File: src/rtl/vm16_pkg.sv
// vm16 shared definitions
// ISA widths, encodings and bundles

package vm16_pkg;

    localparam int data_w         = 16;
    localparam int reg_sel_w      = 3;
    localparam int instr_depth    = 64;
    localparam int instr_addr_w   = $clog2(instr_depth);
    localparam int scratch_depth  = 64;
    localparam int scratch_addr_w = $clog2(scratch_depth);

    // subcodes in bits 4..0
    localparam logic [4:0] sub_or    = 5'd0;
    localparam logic [4:0] sub_xor   = 5'd1;
    localparam logic [4:0] sub_and   = 5'd2;
    localparam logic [4:0] sub_not   = 5'd3;
    localparam logic [4:0] sub_lshft = 5'd4;
    localparam logic [4:0] sub_rshft = 5'd5;
    localparam logic [4:0] sub_add   = 5'd0;
    localparam logic [4:0] sub_sub   = 5'd1;

    typedef enum logic [4:0] {
        op_nop     = 5'd0,
        op_lw      = 5'd1,
        op_sw      = 5'd2,
        op_bit     = 5'd3,
        op_mov     = 5'd4,
        op_movi    = 5'd5,
        op_arith_u = 5'd6,
        op_arith_s = 5'd7,
        op_halt    = 5'd31
    } opcode_e;

    typedef enum logic [4:0] {
        alu_nop, alu_pass_b, alu_or, alu_xor, alu_and, alu_not, alu_lshft,
        alu_rshft, alu_uadd, alu_usub, alu_sadd, alu_ssub, alu_bad
    } alu_op_e;

    typedef enum logic [2:0] {
        st_idle, st_fetch, st_read_d, st_read_a, st_mem, st_wb
    } state_e;

    // imm8 is the concatenation of ra and sub
    typedef struct packed {
        opcode_e                opcode;
        logic [reg_sel_w-1:0]   rd;
        logic [reg_sel_w-1:0]   ra;
        logic [4:0]             sub;
    } instr_t;

    typedef struct packed {
        alu_op_e              alu_op;
        logic [reg_sel_w-1:0] rd;
        logic [reg_sel_w-1:0] ra;
        logic [7:0]           imm8;
        logic                 has_imm8;
        logic                 has_we;
        logic                 has_mem;
        logic                 has_mem_we;
        logic                 halt;
    } ctrl_t;

    typedef struct packed {
        logic                    we;
        logic [instr_addr_w-1:0] addr;
        logic [data_w-1:0]       data;
    } prog_t;

    typedef struct packed {
        logic                 valid;
        logic [reg_sel_w-1:0] index;
        logic [data_w-1:0]    data;
    } wb_t;

endpackage

File: src/rtl/vm16_alu.sv
// vm16 arithmetic and bit unit
`timescale 1ns/1ns

module vm16_alu (
    input  vm16_pkg::alu_op_e             op,
    input  logic [vm16_pkg::data_w-1:0]   a,
    input  logic [vm16_pkg::data_w-1:0]   b,
    output logic [vm16_pkg::data_w-1:0]   c
);

    always_comb begin
        case (op)
            // mov, movi and memory addresses
            vm16_pkg::alu_pass_b: c = b;
            vm16_pkg::alu_or:     c = a | b;
            vm16_pkg::alu_xor:    c = a ^ b;
            vm16_pkg::alu_and:    c = a & b;
            vm16_pkg::alu_not:    c = ~b;
            vm16_pkg::alu_lshft:  c = a << b;
            vm16_pkg::alu_rshft:  c = a >> b;
            vm16_pkg::alu_uadd:   c = a + b;
            vm16_pkg::alu_usub:   c = a - b;
            // two's complement, so the bits match the unsigned forms
            vm16_pkg::alu_sadd:   c = $signed(a) + $signed(b);
            vm16_pkg::alu_ssub:   c = $signed(a) - $signed(b);
            default:              c = '0;
        endcase
    end

endmodule

File: src/rtl/vm16_bram.sv
// vm16 single port block memory
`timescale 1ns/1ns

module vm16_bram (
    input  logic                                clk,
    input  logic [vm16_pkg::scratch_addr_w-1:0] addr,
    input  logic [vm16_pkg::data_w-1:0]         wdata,
    input  logic                                we,
    output logic [vm16_pkg::data_w-1:0]         rdata
);

    logic [vm16_pkg::data_w-1:0] mem [vm16_pkg::scratch_depth];

    initial begin
        for (int i = 0; i < vm16_pkg::scratch_depth; i++) begin
            mem[i] = '0;
        end
    end

    // output holds its last value while a write is in progress
    always_ff @(posedge clk) begin
        if (we) begin
            mem[addr] <= wdata;
        end else begin
            rdata <= mem[addr];
        end
    end

endmodule

File: src/rtl/vm16_control.sv
// vm16 control FSM and datapath registers
`timescale 1ns/1ns

module vm16_control (
    input  logic                                 clk,
    input  logic                                 reset,
    input  logic                                 run,
    output logic [vm16_pkg::instr_addr_w-1:0]    imem_addr,
    input  logic [vm16_pkg::data_w-1:0]          imem_rdata,
    input  vm16_pkg::ctrl_t                      ctrl,
    output vm16_pkg::instr_t                     instr,
    output logic [vm16_pkg::reg_sel_w-1:0]       rsel,
    input  logic [vm16_pkg::data_w-1:0]          rdata,
    output vm16_pkg::alu_op_e                    alu_op,
    output logic [vm16_pkg::data_w-1:0]          alu_a,
    output logic [vm16_pkg::data_w-1:0]          alu_b,
    input  logic [vm16_pkg::data_w-1:0]          alu_c,
    output logic [vm16_pkg::scratch_addr_w-1:0]  smem_addr,
    output logic [vm16_pkg::data_w-1:0]          smem_wdata,
    output logic                                 smem_we,
    input  logic [vm16_pkg::data_w-1:0]          smem_rdata,
    output vm16_pkg::wb_t                        wb,
    output logic                                 halted
);

    vm16_pkg::state_e                    state;
    logic [vm16_pkg::instr_addr_w-1:0]   pc;
    logic [vm16_pkg::scratch_addr_w-1:0] mem_addr;

    always_ff @(posedge clk) begin
        if (reset) begin
            state  <= vm16_pkg::st_idle;
            pc     <= '0;
            halted <= 1'b0;
        end else begin
            case (state)
                // once halted the core stays here until reset
                vm16_pkg::st_idle: begin
                    if (run && !halted) begin
                        state <= vm16_pkg::st_fetch;
                    end
                end
                vm16_pkg::st_fetch: begin
                    pc    <= pc + 1'b1;
                    state <= vm16_pkg::st_read_d;
                end
                vm16_pkg::st_read_d: state <= vm16_pkg::st_read_a;
                vm16_pkg::st_read_a: begin
                    if (ctrl.halt) begin
                        halted <= 1'b1;
                        state  <= vm16_pkg::st_idle;
                    end else if (ctrl.has_mem) begin
                        state <= vm16_pkg::st_mem;
                    end else begin
                        state <= vm16_pkg::st_fetch;
                    end
                end
                vm16_pkg::st_mem:    state <= vm16_pkg::st_wb;
                vm16_pkg::st_wb:     state <= vm16_pkg::st_fetch;
                default:             state <= vm16_pkg::st_idle;
            endcase
        end
    end

    // instruction, operand a and scratch address
    always_ff @(posedge clk) begin
        if (state == vm16_pkg::st_fetch) begin
            instr <= vm16_pkg::instr_t'(imem_rdata);
        end
        if (state == vm16_pkg::st_read_d) begin
            alu_a <= rdata;
        end
        if (state == vm16_pkg::st_read_a) begin
            mem_addr <= alu_c[vm16_pkg::scratch_addr_w-1:0];
        end
    end

    // memory read data lags the pc by one cycle
    assign imem_addr = pc;

    assign rsel   = (state == vm16_pkg::st_read_d) ? ctrl.rd : ctrl.ra;
    assign alu_op = ctrl.alu_op;
    assign alu_b  = ctrl.has_imm8 ? {{(vm16_pkg::data_w-8){1'b0}}, ctrl.imm8} : rdata;

    // sw stores the value of rd, held in operand a
    assign smem_addr  = mem_addr;
    assign smem_wdata = alu_a;
    assign smem_we    = (state == vm16_pkg::st_mem) && ctrl.has_mem_we;

    always_comb begin
        wb.index = ctrl.rd;
        wb.valid = 1'b0;
        wb.data  = alu_c;
        case (state)
            vm16_pkg::st_read_a: wb.valid = ctrl.has_we && !ctrl.has_mem;
            vm16_pkg::st_wb: begin
                wb.valid = ctrl.has_we;
                wb.data  = smem_rdata;
            end
            default: wb.valid = 1'b0;
        endcase
    end

endmodule

File: src/rtl/vm16_core.sv
// vm16 processor core
`timescale 1ns/1ns

module vm16_core (
    input  logic            clk,
    input  logic            reset,
    input  vm16_pkg::prog_t prog,
    input  logic            run,
    output logic            halted,
    output vm16_pkg::wb_t   wb
);

    logic [vm16_pkg::instr_addr_w-1:0]   imem_addr;
    logic [vm16_pkg::instr_addr_w-1:0]   instr_mem_addr;
    logic [vm16_pkg::data_w-1:0]         imem_rdata;
    vm16_pkg::instr_t                    instr;
    vm16_pkg::ctrl_t                     ctrl;
    logic [vm16_pkg::reg_sel_w-1:0]      rsel;
    logic [vm16_pkg::data_w-1:0]         rdata;
    vm16_pkg::alu_op_e                   alu_op;
    logic [vm16_pkg::data_w-1:0]         alu_a;
    logic [vm16_pkg::data_w-1:0]         alu_b;
    logic [vm16_pkg::data_w-1:0]         alu_c;
    logic [vm16_pkg::scratch_addr_w-1:0] smem_addr;
    logic [vm16_pkg::data_w-1:0]         smem_wdata;
    logic                                smem_we;
    logic [vm16_pkg::data_w-1:0]         smem_rdata;

    // host load port takes the instruction memory while it writes
    assign instr_mem_addr = prog.we ? prog.addr : imem_addr;

    vm16_bram instr_mem (
        .clk(clk), .addr(instr_mem_addr), .wdata(prog.data), .we(prog.we),
        .rdata(imem_rdata)
    );

    vm16_bram scratch_mem (
        .clk(clk), .addr(smem_addr), .wdata(smem_wdata), .we(smem_we),
        .rdata(smem_rdata)
    );

    vm16_decoder decoder_i (.instr(instr), .ctrl(ctrl));

    vm16_alu alu_i (.op(alu_op), .a(alu_a), .b(alu_b), .c(alu_c));

    vm16_regfile regfile_i (
        .clk(clk), .reset(reset), .rsel(rsel), .rdata(rdata), .wb(wb)
    );

    vm16_control control_i (
        .clk(clk), .reset(reset), .run(run),
        .imem_addr(imem_addr), .imem_rdata(imem_rdata),
        .ctrl(ctrl), .instr(instr),
        .rsel(rsel), .rdata(rdata),
        .alu_op(alu_op), .alu_a(alu_a), .alu_b(alu_b), .alu_c(alu_c),
        .smem_addr(smem_addr), .smem_wdata(smem_wdata), .smem_we(smem_we),
        .smem_rdata(smem_rdata),
        .wb(wb), .halted(halted)
    );

endmodule

File: src/rtl/vm16_decoder.sv
// vm16 instruction decoder
`timescale 1ns/1ns

module vm16_decoder (
    input  vm16_pkg::instr_t instr,
    output vm16_pkg::ctrl_t  ctrl
);

    always_comb begin
        ctrl      = '0;
        ctrl.rd   = instr.rd;
        ctrl.ra   = instr.ra;
        ctrl.imm8 = {instr.ra, instr.sub};
        ctrl.halt = (instr.opcode == vm16_pkg::op_halt);

        case (instr.opcode)
            vm16_pkg::op_nop,
            vm16_pkg::op_halt:    ctrl.alu_op = vm16_pkg::alu_nop;
            // loads and stores pass ra through as the address
            vm16_pkg::op_lw,
            vm16_pkg::op_sw,
            vm16_pkg::op_mov,
            vm16_pkg::op_movi:    ctrl.alu_op = vm16_pkg::alu_pass_b;
            vm16_pkg::op_bit: begin
                case (instr.sub)
                    vm16_pkg::sub_or:    ctrl.alu_op = vm16_pkg::alu_or;
                    vm16_pkg::sub_xor:   ctrl.alu_op = vm16_pkg::alu_xor;
                    vm16_pkg::sub_and:   ctrl.alu_op = vm16_pkg::alu_and;
                    vm16_pkg::sub_not:   ctrl.alu_op = vm16_pkg::alu_not;
                    vm16_pkg::sub_lshft: ctrl.alu_op = vm16_pkg::alu_lshft;
                    vm16_pkg::sub_rshft: ctrl.alu_op = vm16_pkg::alu_rshft;
                    default:             ctrl.alu_op = vm16_pkg::alu_bad;
                endcase
            end
            vm16_pkg::op_arith_u: begin
                case (instr.sub)
                    vm16_pkg::sub_add: ctrl.alu_op = vm16_pkg::alu_uadd;
                    vm16_pkg::sub_sub: ctrl.alu_op = vm16_pkg::alu_usub;
                    default:           ctrl.alu_op = vm16_pkg::alu_bad;
                endcase
            end
            vm16_pkg::op_arith_s: begin
                case (instr.sub)
                    vm16_pkg::sub_add: ctrl.alu_op = vm16_pkg::alu_sadd;
                    vm16_pkg::sub_sub: ctrl.alu_op = vm16_pkg::alu_ssub;
                    default:           ctrl.alu_op = vm16_pkg::alu_bad;
                endcase
            end
            default:              ctrl.alu_op = vm16_pkg::alu_bad;
        endcase

        ctrl.has_imm8   = (instr.opcode == vm16_pkg::op_movi);
        ctrl.has_mem    = (instr.opcode == vm16_pkg::op_lw) ||
                          (instr.opcode == vm16_pkg::op_sw);
        ctrl.has_mem_we = (instr.opcode == vm16_pkg::op_sw);

        // a bad subcode never reaches the register file
        case (instr.opcode)
            vm16_pkg::op_lw,
            vm16_pkg::op_mov,
            vm16_pkg::op_movi,
            vm16_pkg::op_bit,
            vm16_pkg::op_arith_u,
            vm16_pkg::op_arith_s: ctrl.has_we = (ctrl.alu_op != vm16_pkg::alu_bad);
            default:              ctrl.has_we = 1'b0;
        endcase
    end

endmodule

File: src/rtl/vm16_regfile.sv
// vm16 register file
`timescale 1ns/1ns

module vm16_regfile (
    input  logic                            clk,
    input  logic                            reset,
    input  logic [vm16_pkg::reg_sel_w-1:0]  rsel,
    output logic [vm16_pkg::data_w-1:0]     rdata,
    input  vm16_pkg::wb_t                   wb
);

    logic [vm16_pkg::data_w-1:0] regs [2**vm16_pkg::reg_sel_w];

    // register i comes out of reset holding i
    always_ff @(posedge clk) begin
        if (reset) begin
            for (int i = 0; i < 2**vm16_pkg::reg_sel_w; i++) begin
                regs[i] <= vm16_pkg::data_w'(i);
            end
        end else if (wb.valid) begin
            regs[wb.index] <= wb.data;
        end
    end

    assign rdata = regs[rsel];

endmodule

File: config.mk
export PLATFORM = sky130hd
export DESIGN_NAME = vm16_core
export DESIGN_NICKNAME = d
export VERILOG_FILES = /design/src/rtl/vm16_pkg.sv /design/src/rtl/vm16_alu.sv /design/src/rtl/vm16_bram.sv /design/src/rtl/vm16_control.sv /design/src/rtl/vm16_core.sv /design/src/rtl/vm16_decoder.sv /design/src/rtl/vm16_regfile.sv
export SDC_FILE = /design/constraint.sdc
export NUM_CORES = 2
export LEC_CHECK = 0
export ABC_CLOCK_PERIOD_IN_PS = 20100
export BUFFER_PORTS_ARGS = -buffer_cell sky130_fd_sc_hd__clkbuf_2
export CAP_MARGIN = 30
export CORE_ASPECT_RATIO = 0.9
export CORE_UTILIZATION = 57
export CTS_CLUSTER_SIZE = 12
export DETAILED_ROUTE_END_ITERATION = 12
export HOLD_SLACK_MARGIN = 0.1
export PLACE_DENSITY_LB_ADDON = 0.12
export REMOVE_ABC_BUFFERS = 1
export SETUP_SLACK_MARGIN = 0.3
export SKIP_CTS_REPAIR_TIMING = 1
export SYNTH_ARGS = -nofsm -noshare
export SYNTH_HDL_FRONTEND = slang
export SYNTH_HIERARCHICAL = 1
export SYNTH_SLANG_ARGS = --single-unit
File: constraint.sdc
create_clock -name clk -period 20.1 [get_ports clk]
set_input_delay 2.01 -clock clk [delete_from_list [all_inputs] [get_ports clk]]
set_output_delay 2.01 -clock clk [all_outputs]
set_load 0.005 [all_outputs]
==> Yosys cells after proc, flatten, opt, wreduce, memory -nomap -nowiden <==
Memories as Yosys holds them, arrays and structs flattened. A register that Yosys moved wholly into a read port is not among the register bits.
Cells that the tools add are included.
{ "classes": {"n_shift": 2, "n_reduce_logical": 16, "eq_ne": 31, "bitwise_logic": 4, "addsub": 5, "mux": 27} }
{ "op_table": {"columns": ["op", "n"], "rows": [
  ["case mux 16 bit (11 select lines)", 1],
  ["equality test 5 x 3 -> 1 bit, second input constant", 10],
  ["two-way mux 16 bit", 3],
  ["adder 16 bit", 2],
  ["subtractor 16 bit", 2],
  ["equality test 5 x 2 -> 1 bit, second input constant", 6],
  ["case mux 5 bit (5 select lines)", 1],
  ["case mux 4 bit (6 select lines)", 1],
  ["equality test 5 x 4 -> 1 bit, second input constant", 4],
  ["case mux 3 bit (6 select lines)", 1],
  ["AND 16 bit", 1],
  ["NOT 16 bit", 1],
  ["OR 16 bit", 1],
  ["OR reduction 16 bit", 1],
  ["left shift 16 x 16 -> 16 bit", 1],
  [">> shifter 16 x 16 -> 16 bit", 1],
  ["bitwise XOR 16 bit", 1],
  ["equality test 5 x 1 -> 1 bit, second input constant", 3],
  ["two-way mux 3 bit", 5],
  ["case mux 3 bit (2 select lines)", 2],
  ["two-way mux 1 bit", 11],
  ["zero test 5 bit", 2],
  ["adder 6 x 1 -> 6 bit, second input constant", 1],
  ["equality test 3 x 2 -> 1 bit, second input constant", 2],
  ["other kinds (15)", 21]
]} }
{ "totals": {"n_memories": 3, "ff_bits": 48, "inputBits": 26, "ramBits": 2176} }
{ "mem_list": {"columns": ["memory", "depth", "word_bits", "read_ports", "rd_ports_with_merged_regs", "write_ports", "line_no", "source"], "rows": [
  ["instr_mem.mem", 64, 16, 1, 1, 1, "vm16_bram.sv:12", "logic [vm16_pkg::data_w-1:0] mem [vm16_pkg::scratch_depth];"],
  ["scratch_mem.mem", 64, 16, 1, 1, 1, "vm16_bram.sv:12", null],
  ["regfile_i.regs", 8, 16, 1, 0, 8, "vm16_regfile.sv:12", "logic [vm16_pkg::data_w-1:0] regs [2**vm16_pkg::reg_sel_w];"]
]} }

==> Longest topological paths before layout <==
{ "depth": {"ltp_word": 12, "depth_mapped": 29, "ltp_nobuf": 23} }

==> Cells and area by module <==
The synthesis kept the hierarchy.
{ "by_module_without_submodules": {"columns": ["mod", "instances", "cells_per_inst", "seq_area_each_um2", "area_per_inst_um2"], "rows": [
  ["vm16_bram", 2, 2289, 31230.0, 39874.5],
  ["vm16_regfile", 1, 372, 3843.7, 5881.9],
  ["vm16_alu", 1, 661, 0.0, 4485.6],
  ["vm16_control", 1, 155, 1341.3, 2290.9],
  ["vm16_decoder", 1, 45, 0.0, 320.3],
  ["vm16_core", 1, 7, 0.0, 101.3]
]} }

==> Least setup slack after synthesis <==
OpenSTA, ideal clock, no wires.
{ "synth_timing": {"path_kind": "register to output", "start": "register control_i.state[1]", "end": "output port wb[14] in the netlist's numbering", "slack_ns": 11.529, "t_arrival_ns": 6.561, "stages_incl_launch_ff": 28, "path_buffers": 6, "cell_sequence": "dfxtp_1 buf_6 nor3b_4 mux2_1 buf_6 buf_6 mux4_1 mux2_2 mux2_2 buf_2 inv_1 buf_1 buf_2 ha_1 nand2_1 or3_1 nor2_1 nor2_1 xnor2_1 ha_1 a21o_1 a21o_1 a221o_1 a21oi_1 o21ai_0 xor2_1 a221o_1 mux2_1"} }
{ "synth_lines": {"columns": ["item", "line_no", "source"], "rows": [
  ["start, declared", "vm16_control.sv:26", "vm16_pkg::state_e state;"],
  ["start signal, assigned", "vm16_control.sv:32", "state <= vm16_pkg::st_idle;"],
  ["start signal, assigned", "vm16_control.sv:40", "state <= vm16_pkg::st_fetch;"],
  ["start signal, assigned", "vm16_control.sv:45", "state <= vm16_pkg::st_read_d;"],
  ["end, declared", "vm16_core.sv:10", "output vm16_pkg::wb_t wb"]
]} }

==> impl_metrics.json <==
{
  "status": "complete, no violations",
  "fp-row-count": 140,
  "gr-usage-all-layers_pct": 33.6,
  "p_comb_share_pct": 12.7,
  "core_um2": 162000,
  "path_clk_slew_ns": 0.06,
  "fin_tns_setup_ns": 0,
  "via_per_inst": 7.06,
  "max_slew.worst_pin.slew_ns": 1.13,
  "reg2reg_from": "control_i/state[1]$_SDFFE_PP0P_",
  "pwr-share-seq_pct": 51.4,
  "die_w_um": 427,
  "power_switching_mw": 2.63,
  "start_kind": "flop",
  "syn_area_per_cell_um2": 16.0,
  "ant_nets": 0,
  "min_path_cells": 0,
  "drv_slew": 0,
  "portBuffers": 46,
  "wire_per_inst_um": 34.3,
  "drt_first_pass_iters": 6,
  "drive_above_1_share_pct": 14.0,
  "switching_share_pct": 25.5,
  "cp.required_ns": 18.09,
  "p_leak_nw": 32.3,
  "worstRegToRegCells": 26,
  "hold_class": "reg2reg",
  "hold_viol_final": 0,
  "cts_buffers": 218,
  "antenna_found_initial": 17,
  "slew_headroom_pct": 23.6,
  "drt_iter0_markers": 8791,
  "endpoint_kind": "output port",
  "cts_max_level": 4,
  "critical_path.slowest_cell": "dfxtp_1",
  "ios": 47,
  "synth_cells": 5818,
  "clk_latency_ns": 0.87,
  "routed_wl_um": 279000,
  "p_int_mw": 7.66,
  "peakVddDrop_mv": 0.0867,
  "dieArea_um2": 164000,
  "routed-via-count": 57400,
  "yosys_most_used_dff": "edfxtp_1",
  "rsz0062_at_grt": "false",
  "grt_pass1_wl_um": 394000,
  "fin_nets": 5967,
  "fin_util_pct": 63.0,
  "syn_to_final_growth_pct": 9.67,
  "fmax_mhz": 101,
  "maxCapViolCount": 0,
  "synth-edff-count": 2246,
  "r2r_slack_ns": 12.51,
  "p_per_area_nw_per_um2": 101,
  "yosysSeqAreaShare_pct": 72.9,
  "clockBufferDepth": 3,
  "cts_num_sinks": 2256,
  "ys_warn_count": 6,
  "yosysUniqueCellTypes": 91,
  "setup_viol": 0,
  "dp_hpwl_um": 168000,
  "clock_power_share_pct": 35.8,
  "final_common_cell": "edfxtp_1",
  "fin_skew_ns": 0.0679,
  "syn_area_um2": 92800,
  "die_h_um": 385,
  "worst-path-max-fanout": 46,
  "cts_tree": "built",
  "overflow": 0,
  "critPathMaxStageDelay_ns": 0.64,
  "grt_max_degree": 80,
  "final_cell_mix": "edfxtp_1, a22oi_1, nor2_1, a221oi_1, buf_4",
  "start_util_pct": 57.4,
  "hold_end": "control_i/instr[0]$_DFFE_PP_",
  "timing.final.crit_share_pct": 49.2,
  "place_congestion": 0.960,
  "rr_endpoint": "regfile_i/regs[0][15]$_SDFFCE_PN0P_",
  "cp.arrival_ns": 7.88,
  "worst_path_most_repeated_cell": "mux2_2",
  "cts_root_buffer": "clkbuf_16",
  "yosys_register_bits": 2256,
  "min-delay-start": "instr_mem/rdata[0]$_DFFE_PN_",
  "drc": 0,
  "postSynth.asyncResetShare_pct": 0,
  "grt_pass1_vias": 53200,
  "layout_min_cycle_time_ns": 9.89,
  "path_class": "reg2out"
}
[flip-flops by register name, indices dropped and copies added, names as in the netlist]
name / count
regfile_i/regs: 128
instr_mem/rdata: 16
control_i/halted: 1
scratch_mem/rdata: 16
control_i/imem_addr: 6
control_i/state: 3
instr_mem/mem: 1024
scratch_mem/mem: 1024
control_i/smem_addr: 6
control_i/instr: 16
control_i/alu_a: 16
[cells in the mapped netlist, types with 12 or more instances]
cell type / instances / area share, %
a21oi_1: 161 / 0.87
o22ai_1: 115 / 0.78
a221oi_1: 348 / 3.3
or3_1: 29 / 0.20
clkinv_1: 15 / 0.061
o221ai_1: 47 / 0.44
nand4_1: 24 / 0.16
o211ai_1: 24 / 0.19
buf_6: 32 / 0.39
mux4_1: 28 / 0.79
o21ai_0: 192 / 1.0
a31oi_1: 21 / 0.14
mux4_2: 45 / 1.1
nor2_1: 360 / 1.5
nor2b_1: 28 / 0.19
buf_2: 154 / 0.83
o32ai_1: 21 / 0.20
inv_1: 50 / 0.20
nand2_1: 158 / 0.64
a22o_1: 42 / 0.40
a22oi_1: 357 / 2.9
buf_1: 58 / 0.23
ha_1: 63 / 0.85
mux2_2: 146 / 1.8
xor2_1: 17 / 0.16
a211oi_1: 40 / 0.32
nand3_1: 39 / 0.21
nor3_1: 213 / 1.1
buf_4: 70 / 0.57
a211o_1: 12 / 0.11
mux2i_1: 140 / 1.5
a221o_1: 32 / 0.35
nand2b_1: 17 / 0.11
nor4_1: 12 / 0.081
edfxtp_1: 2246 / 73
xnor2_1: 56 / 0.53
clkbuf_1: 178 / 0.72
[logic make-up (layout without fill, tap and decap cells)]
| logic type | count (synthesis) | count (layout) | synth area share (%) |
|---|---|---|---|
| xor gates and xnor gates | 73 | 73 | 0.689 |
| adders and majority gates | 65 | 65 | 0.892 |
| other | 1 | 7 | 0.00404 |
| AOI/OAI and AO/OA | 1518 | 1518 | 12.1 |
| buffers and inverters | 558 | 730 | 3.01 |
| DFF | 2256 | 2256 | 72.9 |
| and+or+nand+nor | 968 | 968 | 5.02 |
| muxes | 379 | 379 | 5.44 |
[worst max-delay path: cells and delay by family (launching register included)]
family	cells	cell delay [ns]
AND/OR/NAND/NOR	6	1.26
XOR/XNOR	2	0.25
multiplexers	5	1.64
adder cells (fa/ha/maj)	2	0.60
AO/OA/AOI/OAI	5	1.32
buffers and inverters	5	1.31
flip-flops	1	0.64
[stage by stage]
step / worst slack [ns] / power, mW / instance area [µm²] / std cells / hold WS (ns)
finish: 10.21 / 10.3 / 102000 / 8126 / 0.419
CTS: 9.73 / 10.3 / 102000 / 8114 / 0.421
detailed placement: 10.64 / 6.66 / 95500 / 7780 / 0.405
global placement: 10.74 / 6.66 / 95400 / 7770 / 0.405
floorplan: 9.83 / 6.14 / 90300 / 5325 / 0.400
global route: 9.83 / 10.6 / 102000 / 8120 / 0.425
[how the worst max path moves through the flow]
stage,from,end,slack (ns),depth (start not counted)
5_1_grt,control_i/state[1]$_SDFFE_PP0P_,wb[15],9.83,25
3_5_place_dp,control_i/state[1]$_SDFFE_PP0P_,wb[15],10.64,24
3_3_place_gp,control_i/state[1]$_SDFFE_PP0P_,wb[15],10.74,22
2_1_floorplan,control_i/smem_addr[2]$_DFFE_PP_,scratch_mem/rdata[2]$_DFFE_PN_,9.83,6
6_report,control_i/state[1]$_SDFFE_PP0P_,wb[15],10.21,25
4_1_cts,control_i/state[1]$_SDFFE_PP0P_,wb[15],9.73,24
[routing by layer]
layer  GRT usage [%]  wire length [µm]
met2            48.6            122000
met5               0               242
met3            8.86             36100
met4            10.6              9980
met1            49.9            111000
[area by class of cell]
| class | count | area [µm²] |
|---|---|---|
| clock buffer | 284 | 5780 |
| clock inverter | 50 | 432 |
| fill | 11500 | 59900 |
| inverter | 65 | 244 |
| multi-input combinational | 3004 | 22500 |
| antenna | 6 | 15.0 |
| tap | 2130 | 2670 |
| sequential | 2256 | 67600 |
| timing repair buffer | 331 | 2490 |
[power by group through the flow]
| stage | Clock [mW] | Sequential (mW) | Combinational, mW |
|---|---|---|---|
| finish | 3.69 | 5.29 | 1.31 |
| CTS | 3.72 | 5.29 | 1.28 |
| global placement | 0 | 5.39 | 1.27 |
| floorplan | 0 | 5.44 | 0.709 |
| global route | 3.88 | 5.29 | 1.38 |
| detailed placement | 0 | 5.39 | 1.27 |
No activity file was read; power rests on OpenSTA's default activity.
